`src/mc_pkg.sv`:
```
package mc_pkg;

  // scratchpad word address and data word
  localparam int addr_width_gp = 6;
  localparam int data_width_gp = 32;

  // packet opcode
  typedef enum logic [1:0] {
    op_store = 2'd0
    ,op_load = 2'd1
    // ack of a store or data of a load
    ,op_resp = 2'd2
  } mc_op_e;

endpackage

```
`src/noc_pkg.sv`:
```
package noc_pkg;

  // x coordinate along the row, the host sits at 0
  localparam int x_cord_width_gp = 4;

  // west, east and local
  localparam int num_dirs_gp = 3;

  // router port index, also the bit position in every per-direction vector
  typedef enum logic [1:0] {
    dir_w = 2'd0
    ,dir_e = 2'd1
    ,dir_p = 2'd2
  } router_dir_e;

endpackage

```
`src/host_bridge.sv`:
```
module host_bridge
  import noc_pkg::*;
  import mc_pkg::*;
#(
  parameter int num_tiles_x_p = 4
) (
  input  logic clk_i
  ,input  logic rst_i

  // host request
  ,input  logic req_v_i
  ,output logic req_ready_o
  ,input  mc_op_e req_op_i
  ,input  logic [x_cord_width_gp-1:0] req_x_i
  ,input  logic [addr_width_gp-1:0] req_addr_i
  ,input  logic [data_width_gp-1:0] req_data_i

  // host response
  ,output logic resp_v_o
  ,input  logic resp_ready_i
  ,output logic [x_cord_width_gp-1:0] resp_x_o
  ,output mc_op_e resp_op_o
  ,output logic [addr_width_gp-1:0] resp_addr_o
  ,output logic [data_width_gp-1:0] resp_data_o

  // into the first router
  ,output logic net_v_o
  ,input  logic net_ready_i
  ,output mc_op_e net_op_o
  ,output logic [x_cord_width_gp-1:0] net_dst_x_o
  ,output logic [x_cord_width_gp-1:0] net_src_x_o
  ,output logic [addr_width_gp-1:0] net_addr_o
  ,output logic [data_width_gp-1:0] net_data_o

  // out of the first router
  ,input  logic net_v_i
  ,output logic net_ready_o
  ,input  mc_op_e net_op_i
  ,input  logic [x_cord_width_gp-1:0] net_src_x_i
  ,input  logic [addr_width_gp-1:0] net_addr_i
  ,input  logic [data_width_gp-1:0] net_data_i
);

  localparam logic [x_cord_width_gp-1:0] max_x_lp = x_cord_width_gp'(num_tiles_x_p);

  logic dst_ok;
  logic resp_v_q;
  logic resp_load;

  // bad coordinate: hold off the host, never inject
  assign dst_ok = (req_x_i != '0) && (req_x_i <= max_x_lp);
  assign req_ready_o = net_ready_i & dst_ok;
  assign net_v_o = req_v_i & dst_ok;
  assign net_op_o = req_op_i;
  assign net_dst_x_o = req_x_i;
  assign net_src_x_o = '0;
  assign net_addr_o = req_addr_i;
  assign net_data_o = req_data_i;

  // response slot refills in the cycle the host drains it
  assign net_ready_o = ~resp_v_q | resp_ready_i;
  assign resp_load = net_v_i & net_ready_o;
  assign resp_v_o = resp_v_q;

  always_ff @(posedge clk_i) begin
    if (rst_i) begin
      resp_v_q <= 1'b0;
    end else if (resp_load) begin
      resp_v_q <= 1'b1;
    end else if (resp_ready_i) begin
      resp_v_q <= 1'b0;
    end
  end

  always_ff @(posedge clk_i) begin
    if (resp_load) begin
      resp_x_o <= net_src_x_i;
      resp_op_o <= net_op_i;
      resp_addr_o <= net_addr_i;
      resp_data_o <= net_data_i;
    end
  end

endmodule

```
`config.mk`:
```
export PLATFORM = sky130hd
export DESIGN_NAME = host_bridge
export DESIGN_NICKNAME = d
export VERILOG_FILES = /design/src/mc_pkg.sv /design/src/noc_pkg.sv /design/src/host_bridge.sv
export SDC_FILE = /design/constraint.sdc
export NUM_CORES = 1
export LEC_CHECK = 0
export ABC_AREA = 1
export BUFFER_PORTS_ARGS = -buffer_cell sky130_fd_sc_hd__buf_2
export CORE_UTILIZATION = 31
export DETAILED_ROUTE_END_ITERATION = 8
export PLACE_DENSITY = 0.76
export SYNTH_ARGS = -nofsm -noshare
export SYNTH_HDL_FRONTEND = slang
export SYNTH_SLANG_ARGS = --single-unit
```
`constraint.sdc`:
```
create_clock -name clk_i -period 3.45 [get_ports clk_i]
set_input_delay 0.69 -clock clk_i [delete_from_list [all_inputs] [get_ports clk_i]]
set_output_delay 0.69 -clock clk_i [all_outputs]
set_load 0.01 [all_outputs]
```
==> results of run 1 <==
==> registers in the layout, summed over array words and instances, names as in the netlist <==
signal       flops
resp_v_o         1
resp_op_o        2
resp_x_o         4
resp_data_o     32
resp_addr_o      6
==> kinds of logic (layout without fill, tap and decap cells) <==
logic type,Yosys count,count (layout)
compound gates,3,3
flops,45,45
other cells,1,4
simple gates,6,6
buf+inv,54,120
==> per-layer routing <==
layer | global-route usage | up-vias
met2 | 0.1743 | 93
met4 | 0.07547 | 0
met5 | 0 | -
met3 | 0.04588 | 20
met1 | 0.1047 | 413
li1 | - | 453
==> area by class of cell <==
class                   count  area share
multi-input cells          13     0.03014
inverters                   6     0.01043
well taps                  72     0.04174
flip-flops and latches     45      0.6215
repair buffers            106      0.2470
clock buffers               6     0.03362
clock inverters             2     0.01565
==> placed cells by master, fill, tap and decap left out <==
cell type    n
inv_1        6
a21oi_1      1
nand3_1      1
dfxtp_1      1
buf_4        1
a21oi_4      1
conb_1       4
clkbuf_1     1
buf_2      105
nor2_1       3
bufinv_16    1
nand2_1      2
o21ai_1      1
clkinv_1     1
edfxtp_1    44
clkbuf_8     5
==> metrics by stage <==
step                      std cells    util  instance area, um2
after global routing            250  0.3920                2158
final                           250  0.3920                2158
after CTS                       250  0.3920                2158
after detailed placement        242  0.3726                2052
after global placement          242  0.3726                2052
after floorplan                 112       -                1778
==> worst paths after layout <==
path | endpoint | slack (ps) | cells after the start
max | req_ready_o | 1510 | 5
min | resp_v_o | 540 | 2
max reg2reg | resp_op_o[0] | 2120 | 2
min reg2reg | resp_v_o | 540 | 2
==> worst max-delay path: cells and delay by family <==
kind / cells / cell delay [ps]
compound gates: 1 / 120
simple gates: 2 / 190
buf+inv: 2 / 240
==> report_power, final <==
group          switching [mW]  leakage, nW  internal, mW
Sequential            0.00733        0.434         0.638
Combinational          0.0564        0.481        0.0463
Clock                   0.153       0.0528         0.214
==> reports/metrics.yaml, run 1 <==
outcome:
  status: "complete, no violations"
sta:
  rsz0062_at_grt: "false"
  drv_slew: 0
  relSlewSlack: 0.6466
  finalHoldViolations: 0
  skew_ps: 9.923
  worst_pin_slew_ps: 530.1
  fin_crit_sh: 0.5622
  holdWs_ps: 537.9
  fin_ws_ps: 1511
  period_needed_ps: 1939
  max_freq_mhz: 515.6
  setup_viol: 0
  setup_tns_ps: 0
final_layout:
  area_delta_synth_final_pct: 22.17
  diodes: 0
  register_area_um2: 1341
  multi_input_area_um2: 65.06
  fin_nets: 271
  fillerInstances: 502
  layout-drive-gt1-share: 0.6348
logic_synthesis:
  ys_types: 10
  synth_cells: 109
  synth_top_family_by_area: "buffers and inverters"
  yosys_warnings: 0
  synth_compound_area_frac: 0.008499
  synthAdderAreaFrac: 0
  synth_area_leader_cell: "edfxtp_1"
  synthMuxAreaShare: 0
  dominantRegCellSynth: "edfxtp_1"
  synth-xor-area-share: 0
  async_flop_share: 0
  synth.avg_cell_area_um2: 16.21
  synth-seq-cells: 45
  ys_seq_area_frac: 0.7592
  synth_area_leaders: "edfxtp_1 75%, buf_4 20%, inv_1 1.3%, dfxtp_1 1.1%, nor2_1 0.64%"
  yosys-top-cells-count: "48 x buf_4, 44 x edfxtp_1, 6 x inv_1"
  synthSimpleGateAreaFrac: 0.01346
  synth_edf_count: 44
  synth_top_area_share: 0.7479
  yosysMostFrequentCell: "buf_4"
  synth.cell_area_um2: 1767
clock_network:
  numClockSinks: 45
  postCtsHoldBufs: 0
  cts_max_path_buffers: 2
  cts_root_buf: "clkbuf_8"
  cts.repair.resized: 0
  path_clk_slew_ps: 80
  cts_buffers: 5
  cts.htree.levels: 2
  post-cts-setup-buffers: 0
  clock_latency_ps: 280
  cts_tree: "built"
placed_design:
  dpl.hpwl_mm: 2.498
  place.gp.congestion: 0.6685
  dp_slack_ps: 1502
  io_buffers: 105
critical_path:
  cp-start-kind: "primary input"
  cp_max_fo: 3
  critical_path_class: "in2out"
  timing.rr.start: "resp_v_o"
  required_ps: 2760
  cp_common_cell: "buf_2"
  worstPathArrival_ps: 1250
  path_cells: "buf_2 > o21ai_1 > nand3_1 > nor2_1 > buf_2"
  endpoint_kind: "primary output"
  cpPeakStageDelay_ps: 130
  setup.worst_path.start: "req_x_i[1]"
  cpMaxStageDelayCell: "buf_2"
routing:
  drc: 0
  vias_per_cell: 3.916
  highest_layer: "met4"
  wl_met2_mm: 1.546
  drtIter0Drc: 58
  wl_met1_mm: 1.173
  routedWlPerCell_um: 12.89
  met3_length_um: 371
  num_vias: 979
  wl_mm: 3.223
  drtAntennaViolNets: 0
  firstDrtPassIters: 3
die:
  dieArea_um2: 6005
  rows: 27
  io-pin-count: 190
  initial_core_util: 0.3208
  die_x_um: 77.49
  fp.dieH_um: 77.49
  core-area_um2: 5507
power:
  cellLeakagePower_nw: 0.9683
  ir_drop_mv: 0.2277
  power_mw: 1.115
  power_density_nw_per_um2: 516.4
global_routing:
  grt_pass1_vias: 949
  track_usage: 0.1051
  grt_overflow: 0
  grt_antenna_before_repair: 0
  grt_max_degree: 45
  grt_pass1_wl_mm: 4.657
worst_hold_path:
  hp-class: "reg2reg"
  holdCritStartpoint: "resp_v_o"
flow_run:
  drv_cap: 0
Note: power is estimated with default switching activity, not from simulation.
==> run 2: changes to the inputs <==
Settings changed: ABC_AREA 1 to 0, CORE_UTILIZATION 31 to 34, PLACE_DENSITY 0.76 to 0.79.
Clock period 3.45 ns to 1.9 ns, I/O delays scaled along.
==> reports/metrics.yaml, run 2 <==
outcome:
  status: "complete, no violations"
sta:
  period_needed_ps: 1607
  setup_viol: 0  # unchanged
  fin_crit_sh: 0.8460
  finalHoldViolations: 0  # unchanged
  setup_tns_ps: 0  # unchanged
  skew_ps: 3.508  # -6.415 ps
  drv_slew: 0  # unchanged
  fin_ws_ps: 292.6  # -1218 ps
  max_freq_mhz: 622.1
  rsz0062_at_grt: "false"
worst_hold_path:
  holdCritStartpoint: "rst_i"
  hp-class: "in2reg"
clock_network:
  cts.htree.levels: 2  # unchanged
  cts_root_buf: "clkbuf_8"
  cts_max_path_buffers: 2  # unchanged
  post-cts-setup-buffers: 0  # unchanged
  cts_buffers: 5  # unchanged
  numClockSinks: 45  # unchanged
  clock_latency_ps: 290  # about the same
  cts_tree: "built"
  path_clk_slew_ps: 70  # about the same
  cts.repair.resized: 0  # unchanged
  postCtsHoldBufs: 0  # unchanged
critical_path:
  setup.worst_path.start: "req_x_i[1]"
  required_ps: 1520  # -1240 ps
  crit_end: "net_v_o"
  cp-start-kind: "primary input"
  cp_max_fo: 3  # unchanged
  endpoint_kind: "primary output"
  critical_path_class: "in2out"
  r2r-end: "resp_x_o[0]"
  timing.rr.start: "resp_v_o"
  worstPathArrival_ps: 1230  # -20 ps
  reg2regPathDepth: 3  # +1
  r2r_setup_slack_ps: 710  # -1410 ps
routing:
  vias_per_cell: 4.293  # +9.6%
  firstDrtPassIters: 4  # +1
  drtIter0Drc: 20  # -66%
  drc: 0  # unchanged
  routedWlPerCell_um: 20.72  # +61%
  wl_mm: 4.951  # +54%
  drtAntennaViolNets: 0  # unchanged
  num_vias: 1026  # +4.8%
logic_synthesis:
  synthMuxAreaShare: 0  # unchanged
  yosysMostFrequentCell: "buf_4"
  async_flop_share: 0  # unchanged
  synth.avg_cell_area_um2: 17.22  # +6.3%
  synth_area_leader_cell: "edfxtp_1"
  synth_compound_area_frac: 0.007123  # -0.001376
  yosys_warnings: 0  # unchanged
  synth_edf_count: 44  # unchanged
  synth.cell_area_um2: 1757  # -0.57%
  synthAdderAreaFrac: 0  # unchanged
  dominantRegCellSynth: "edfxtp_1"
  ys_seq_area_frac: 0.7635  # +0.004326
  ys_types: 11  # +1
  synth-xor-area-share: 0  # unchanged
  synth_cells: 102  # -6.4%
  synth_top_area_share: 0.7521  # +0.004261
  synth-seq-cells: 45  # unchanged
  synthSimpleGateAreaFrac: 0.01994  # +0.006487
  synth_top_family_by_area: "buffers and inverters"
  synth_area_leaders: "edfxtp_1 75%, buf_4 21%, dfxtp_1 1.1%, nor4b_1 1.0%, o21a_1 0.43%"
  yosys-top-cells-count: "48 x buf_4, 44 x edfxtp_1, 2 x nor4b_1"
flow_run:
  drv_cap: 0  # unchanged
final_layout:
  fillerInstances: 467  # -7.0%
  layout-drive-gt1-share: 0.6686  # +0.03377
  diodes: 0  # unchanged
  largestRegisters: "resp_data_o (32), resp_addr_o (6), resp_x_o (4)"
  layoutNonFillerInstCount: 239  # -4.4%
  fin_nets: 265  # -2.2%
  area_delta_synth_final_pct: 20.66
  layout_commonest_cell: "buf_2"
  final_cell_mix: "105 x buf_2, 44 x edfxtp_1, 5 x clkbuf_8, 4 x conb_1"
  final_core_util: 0.4372  # +0.04520
  largest_register: "resp_data_o"
  largest_reg_flops: 32  # unchanged
  multi_input_area_um2: 63.81  # -1.9%
  register_area_um2: 1341  # unchanged
die:
  fp.dieH_um: 73.88  # -4.7%
  io-pin-count: 190  # unchanged
  initial_core_util: 0.3623  # +0.04149
  core-area_um2: 4848  # -12%
  rows: 25  # -7.4%
  die_x_um: 73.88  # -4.7%
  dieArea_um2: 5458  # -9.1%
global_routing:
  track_usage: 0.1706  # +0.06547
  grt_max_degree: 26  # -42%
  grt_pass1_wl_mm: 6.258  # +34%
  grt_overflow: 0  # unchanged
  grt_antenna_before_repair: 0  # unchanged
  grt_pass1_vias: 1033  # +8.9%
placed_design:
  dp_cells: 231  # -4.5%
  place.gp.congestion: 0.8855  # +32%
  dp_slack_ps: 284.0  # -1218 ps
  dpl.hpwl_mm: 4.322  # +73%
  io_buffers: 105  # unchanged
power:
  power_density_nw_per_um2: 903.4  # +75%
  power_mw: 1.915  # +72%
  cellLeakagePower_nw: 0.9345  # -3.5%
  ir_drop_mv: 0.5433  # +140%
run 2: cell count changes after synthesis, moves of 2 or more:
cell,delta
nor4b_1,+2
nand2_1,-2
nor2_1,-3
inv_1,-5
run 2: cell families (layout without fill, tap and decap cells):
group | count (synthesis) | count (layout)
buf+inv | 49 | 116
flops | 45 | 45
simple gates | 5 | 5
compound gates | 2 | 2
other cells | 1 | 4
run 2: worst min path at each step:
stage	cells after the start	endpoint	slack (ps)
2_1_floorplan	1	resp_v_o	450
3_3_place_gp	2	resp_v_o	480
3_5_place_dp	2	resp_v_o	520
4_1_cts	2	resp_v_o	230
5_1_grt	2	resp_v_o	230
6_report	2	resp_v_o	240
run 2: through the flow:
step / area [um2] / hold WS (ps)
final: 2120 / 240.2
after global routing: 2120 / 225.2
after CTS: 2120 / 228.1
after detailed placement: 2033 / 517.6
after global placement: 2033 / 484.9
after floorplan: 1769 / 449.1
run 2: final cells by class:
cell class              count  area share
inverters                   1    0.001771
well taps                  67     0.03955
clock inverters             3    0.008264
repair buffers            107      0.2550
clock buffers               5     0.03247
flip-flops and latches     45      0.6328
multi-input cells          11     0.03011
run 2: layer usage:
metal  GRT usage  part of all wire  vias up
li1            -                 -      440
met1      0.1503              0.28      474
met2      0.2671              0.48      104
met3      0.1646              0.23        8
met4     0.04701             0.015        0
met5     0.07071                 0        -
run 2: report_power, final:
group | switching [mW] | internal, mW
Combinational | 0.107 | 0.0860
Sequential | 0.0131 | 1.16
Clock | 0.297 | 0.254
run 2: worst max-delay path, stage by stage:
cell     delay (ps)
buf_2           120
o21a_1          200
nor4b_1         320
buf_2           200
==> run 3: changes to the inputs <==
Settings changed: CORE_UTILIZATION 34 to 31, PLACE_DENSITY 0.79 to 0.76.
Clock period 1.9 ns to 1.4 ns, I/O delays scaled along.
==> reports/metrics.yaml, run 3 (synthesis gave the netlist of run 2 again) <==
outcome:
  status: "complete, no violations"
clock_network:
  cts_buffers: 5  # unchanged
  cts.htree.levels: 2  # unchanged
  cts_tree: "built"
  numClockSinks: 45  # unchanged
  cts.repair.resized: 0  # unchanged
  cts_root_buf: "clkbuf_8"
  postCtsHoldBufs: 0  # unchanged
  cts_max_path_buffers: 2  # unchanged
  path_clk_slew_ps: 90  # +20 ps
  clock_latency_ps: 290  # about the same
  post-cts-setup-buffers: 0  # unchanged
routing:
  routedWlPerCell_um: 12.63  # -39%
  firstDrtPassIters: 6  # +2
  drc: 0  # unchanged
  drtIter0Drc: 17  # -15%
  vias_per_cell: 3.951  # -8.0%
  wl_mm: 3.082  # -38%
  drtAntennaViolNets: 0  # unchanged
  num_vias: 964  # -6.0%
final_layout:
  largest_register: "resp_data_o"
  fillerInstances: 520  # +11%
  largest_reg_flops: 32  # unchanged
  layout-drive-gt1-share: 0.6744  # +0.005814
  layoutNonFillerInstCount: 244  # +2.1%
  register_area_um2: 1341  # unchanged
  largestRegisters: "resp_data_o (32), resp_addr_o (6), resp_x_o (4)"
  final_cell_mix: "105 x buf_2, 44 x edfxtp_1, 5 x clkbuf_8, 4 x conb_1"
  area_delta_synth_final_pct: 25.43
  layout_commonest_cell: "buf_2"
  diodes: 0  # unchanged
  fin_nets: 265  # unchanged
  multi_input_area_um2: 65.06  # +2.0%
sta:
  setup_tns_ps: 0  # unchanged
  setup_viol: 0  # unchanged
  finalHoldViolations: 0  # unchanged
  fin_crit_sh: 0.9039
  period_needed_ps: 1266
  skew_ps: 11.02  # +7.510 ps
  rsz0062_at_grt: "false"
  max_freq_mhz: 790.2
  drv_slew: 0  # unchanged
critical_path:
  cp-start-kind: "primary input"
  setup.worst_path.start: "req_x_i[1]"
  cp_max_fo: 3  # unchanged
  timing.rr.start: "resp_v_o"
  critical_path_class: "in2out"
  required_ps: 1120  # -400 ps
  worstPathArrival_ps: 990  # -240 ps
  endpoint_kind: "primary output"
flow_run:
  drv_cap: 0  # unchanged
worst_hold_path:
  hp-class: "in2reg"
  holdCritStartpoint: "rst_i"
global_routing:
  grt_pass1_wl_mm: 4.395  # -30%
  grt_max_degree: 23  # -12%
  grt_overflow: 0  # unchanged
  track_usage: 0.1028  # -0.06785
  grt_antenna_before_repair: 0  # unchanged
  grt_pass1_vias: 903  # -13%
power:
  p_seq_frac: 0.530  # -0.081
  pwr-share-clk: 0.381  # +0.093
  power_density_nw_per_um2: 1357  # +50%
  comb_power_share: 0.088  # -0.013
  cellLeakagePower_nw: 0.9679  # +3.6%
  power_switching_uw: 575.0  # +38%
  switching_share: 0.1923  # -0.02595
  intPower_mw: 2.415  # +61%
  ir_drop_mv: 0.5372  # -1.1%
die:
  dieArea_um2: 5971  # +9.4%
  io-pin-count: 190  # unchanged
  initial_core_util: 0.3210  # -0.04133
  core-area_um2: 5473  # +13%
  rows: 27  # +8.0%
  fp.dieH_um: 77.28  # +4.6%
  die_x_um: 77.28  # +4.6%
placed_design:
  dp_cells: 236  # +2.2%
  io_buffers: 105  # unchanged
  place.gp.congestion: 0.7154  # -19%
[run 3: cell count changes in the layout (fill, tap and decap cells not counted), sizes merged]
cell    delta
bufinv     +2
inv        +1
clkinv     -3
[run 3: area by class of cell]
class	count	share of cell area
repair buffers	107	0.2567
multi-input cells	11	0.02953
inverters	1	0.001704
well taps	72	0.04089
flip-flops and latches	45	0.6087
clock inverters	3	0.03123
clock buffers	5	0.03123
[run 3: through the flow]
step / worst slack, ps / total power, mW / util / hold WS, ps / instance area (um2)
after floorplan: 117.2 / 1.842 / - / 349.1 / 1770
after global placement: 153.3 / 1.881 / 0.3775 / 436.0 / 2066
after detailed placement: 121.3 / 1.888 / 0.3775 / 451.2 / 2066
after CTS: 121.1 / 3.039 / 0.4026 / 121.6 / 2203
after global routing: 25.62 / 3.113 / 0.4026 / 115.4 / 2203
final: 134.5 / 2.990 / 0.4026 / 133.9 / 2203
[run 3: path summary, 6_finish.rpt]
check | depth (start not counted) | slack [ps] | end
worst max-delay path | 4 | 130 | req_ready_o
worst min-delay path | 2 | 130 | resp_v_o
worst max register to register | 3 | 320 | resp_data_o[0]
worst min register to register | 2 | 540 | resp_v_o
[run 3: critical path, stage by stage]
cell and delay [ps]:
buf_2 110, o21a_1 190, nor4b_1 230, buf_2 180
[run 3: per-layer routing]
layer	vias up	global-route usage	routed length (um)
li1	441	-	-
met3	16	0.04762	367
met1	416	0.1052	1154
met4	0	0.09245	126
met5	-	0	0
met2	91	0.1558	1433
[run 3: power by group through the flow]
stage	sequential (mW)	clock, mW	combinational (mW)
after CTS	1.59	1.18	0.270
after floorplan	1.66	0	0.178
after global routing	1.59	1.23	0.290
after global placement	1.61	0	0.266
final	1.59	1.14	0.265
after detailed placement	1.62	0	0.270
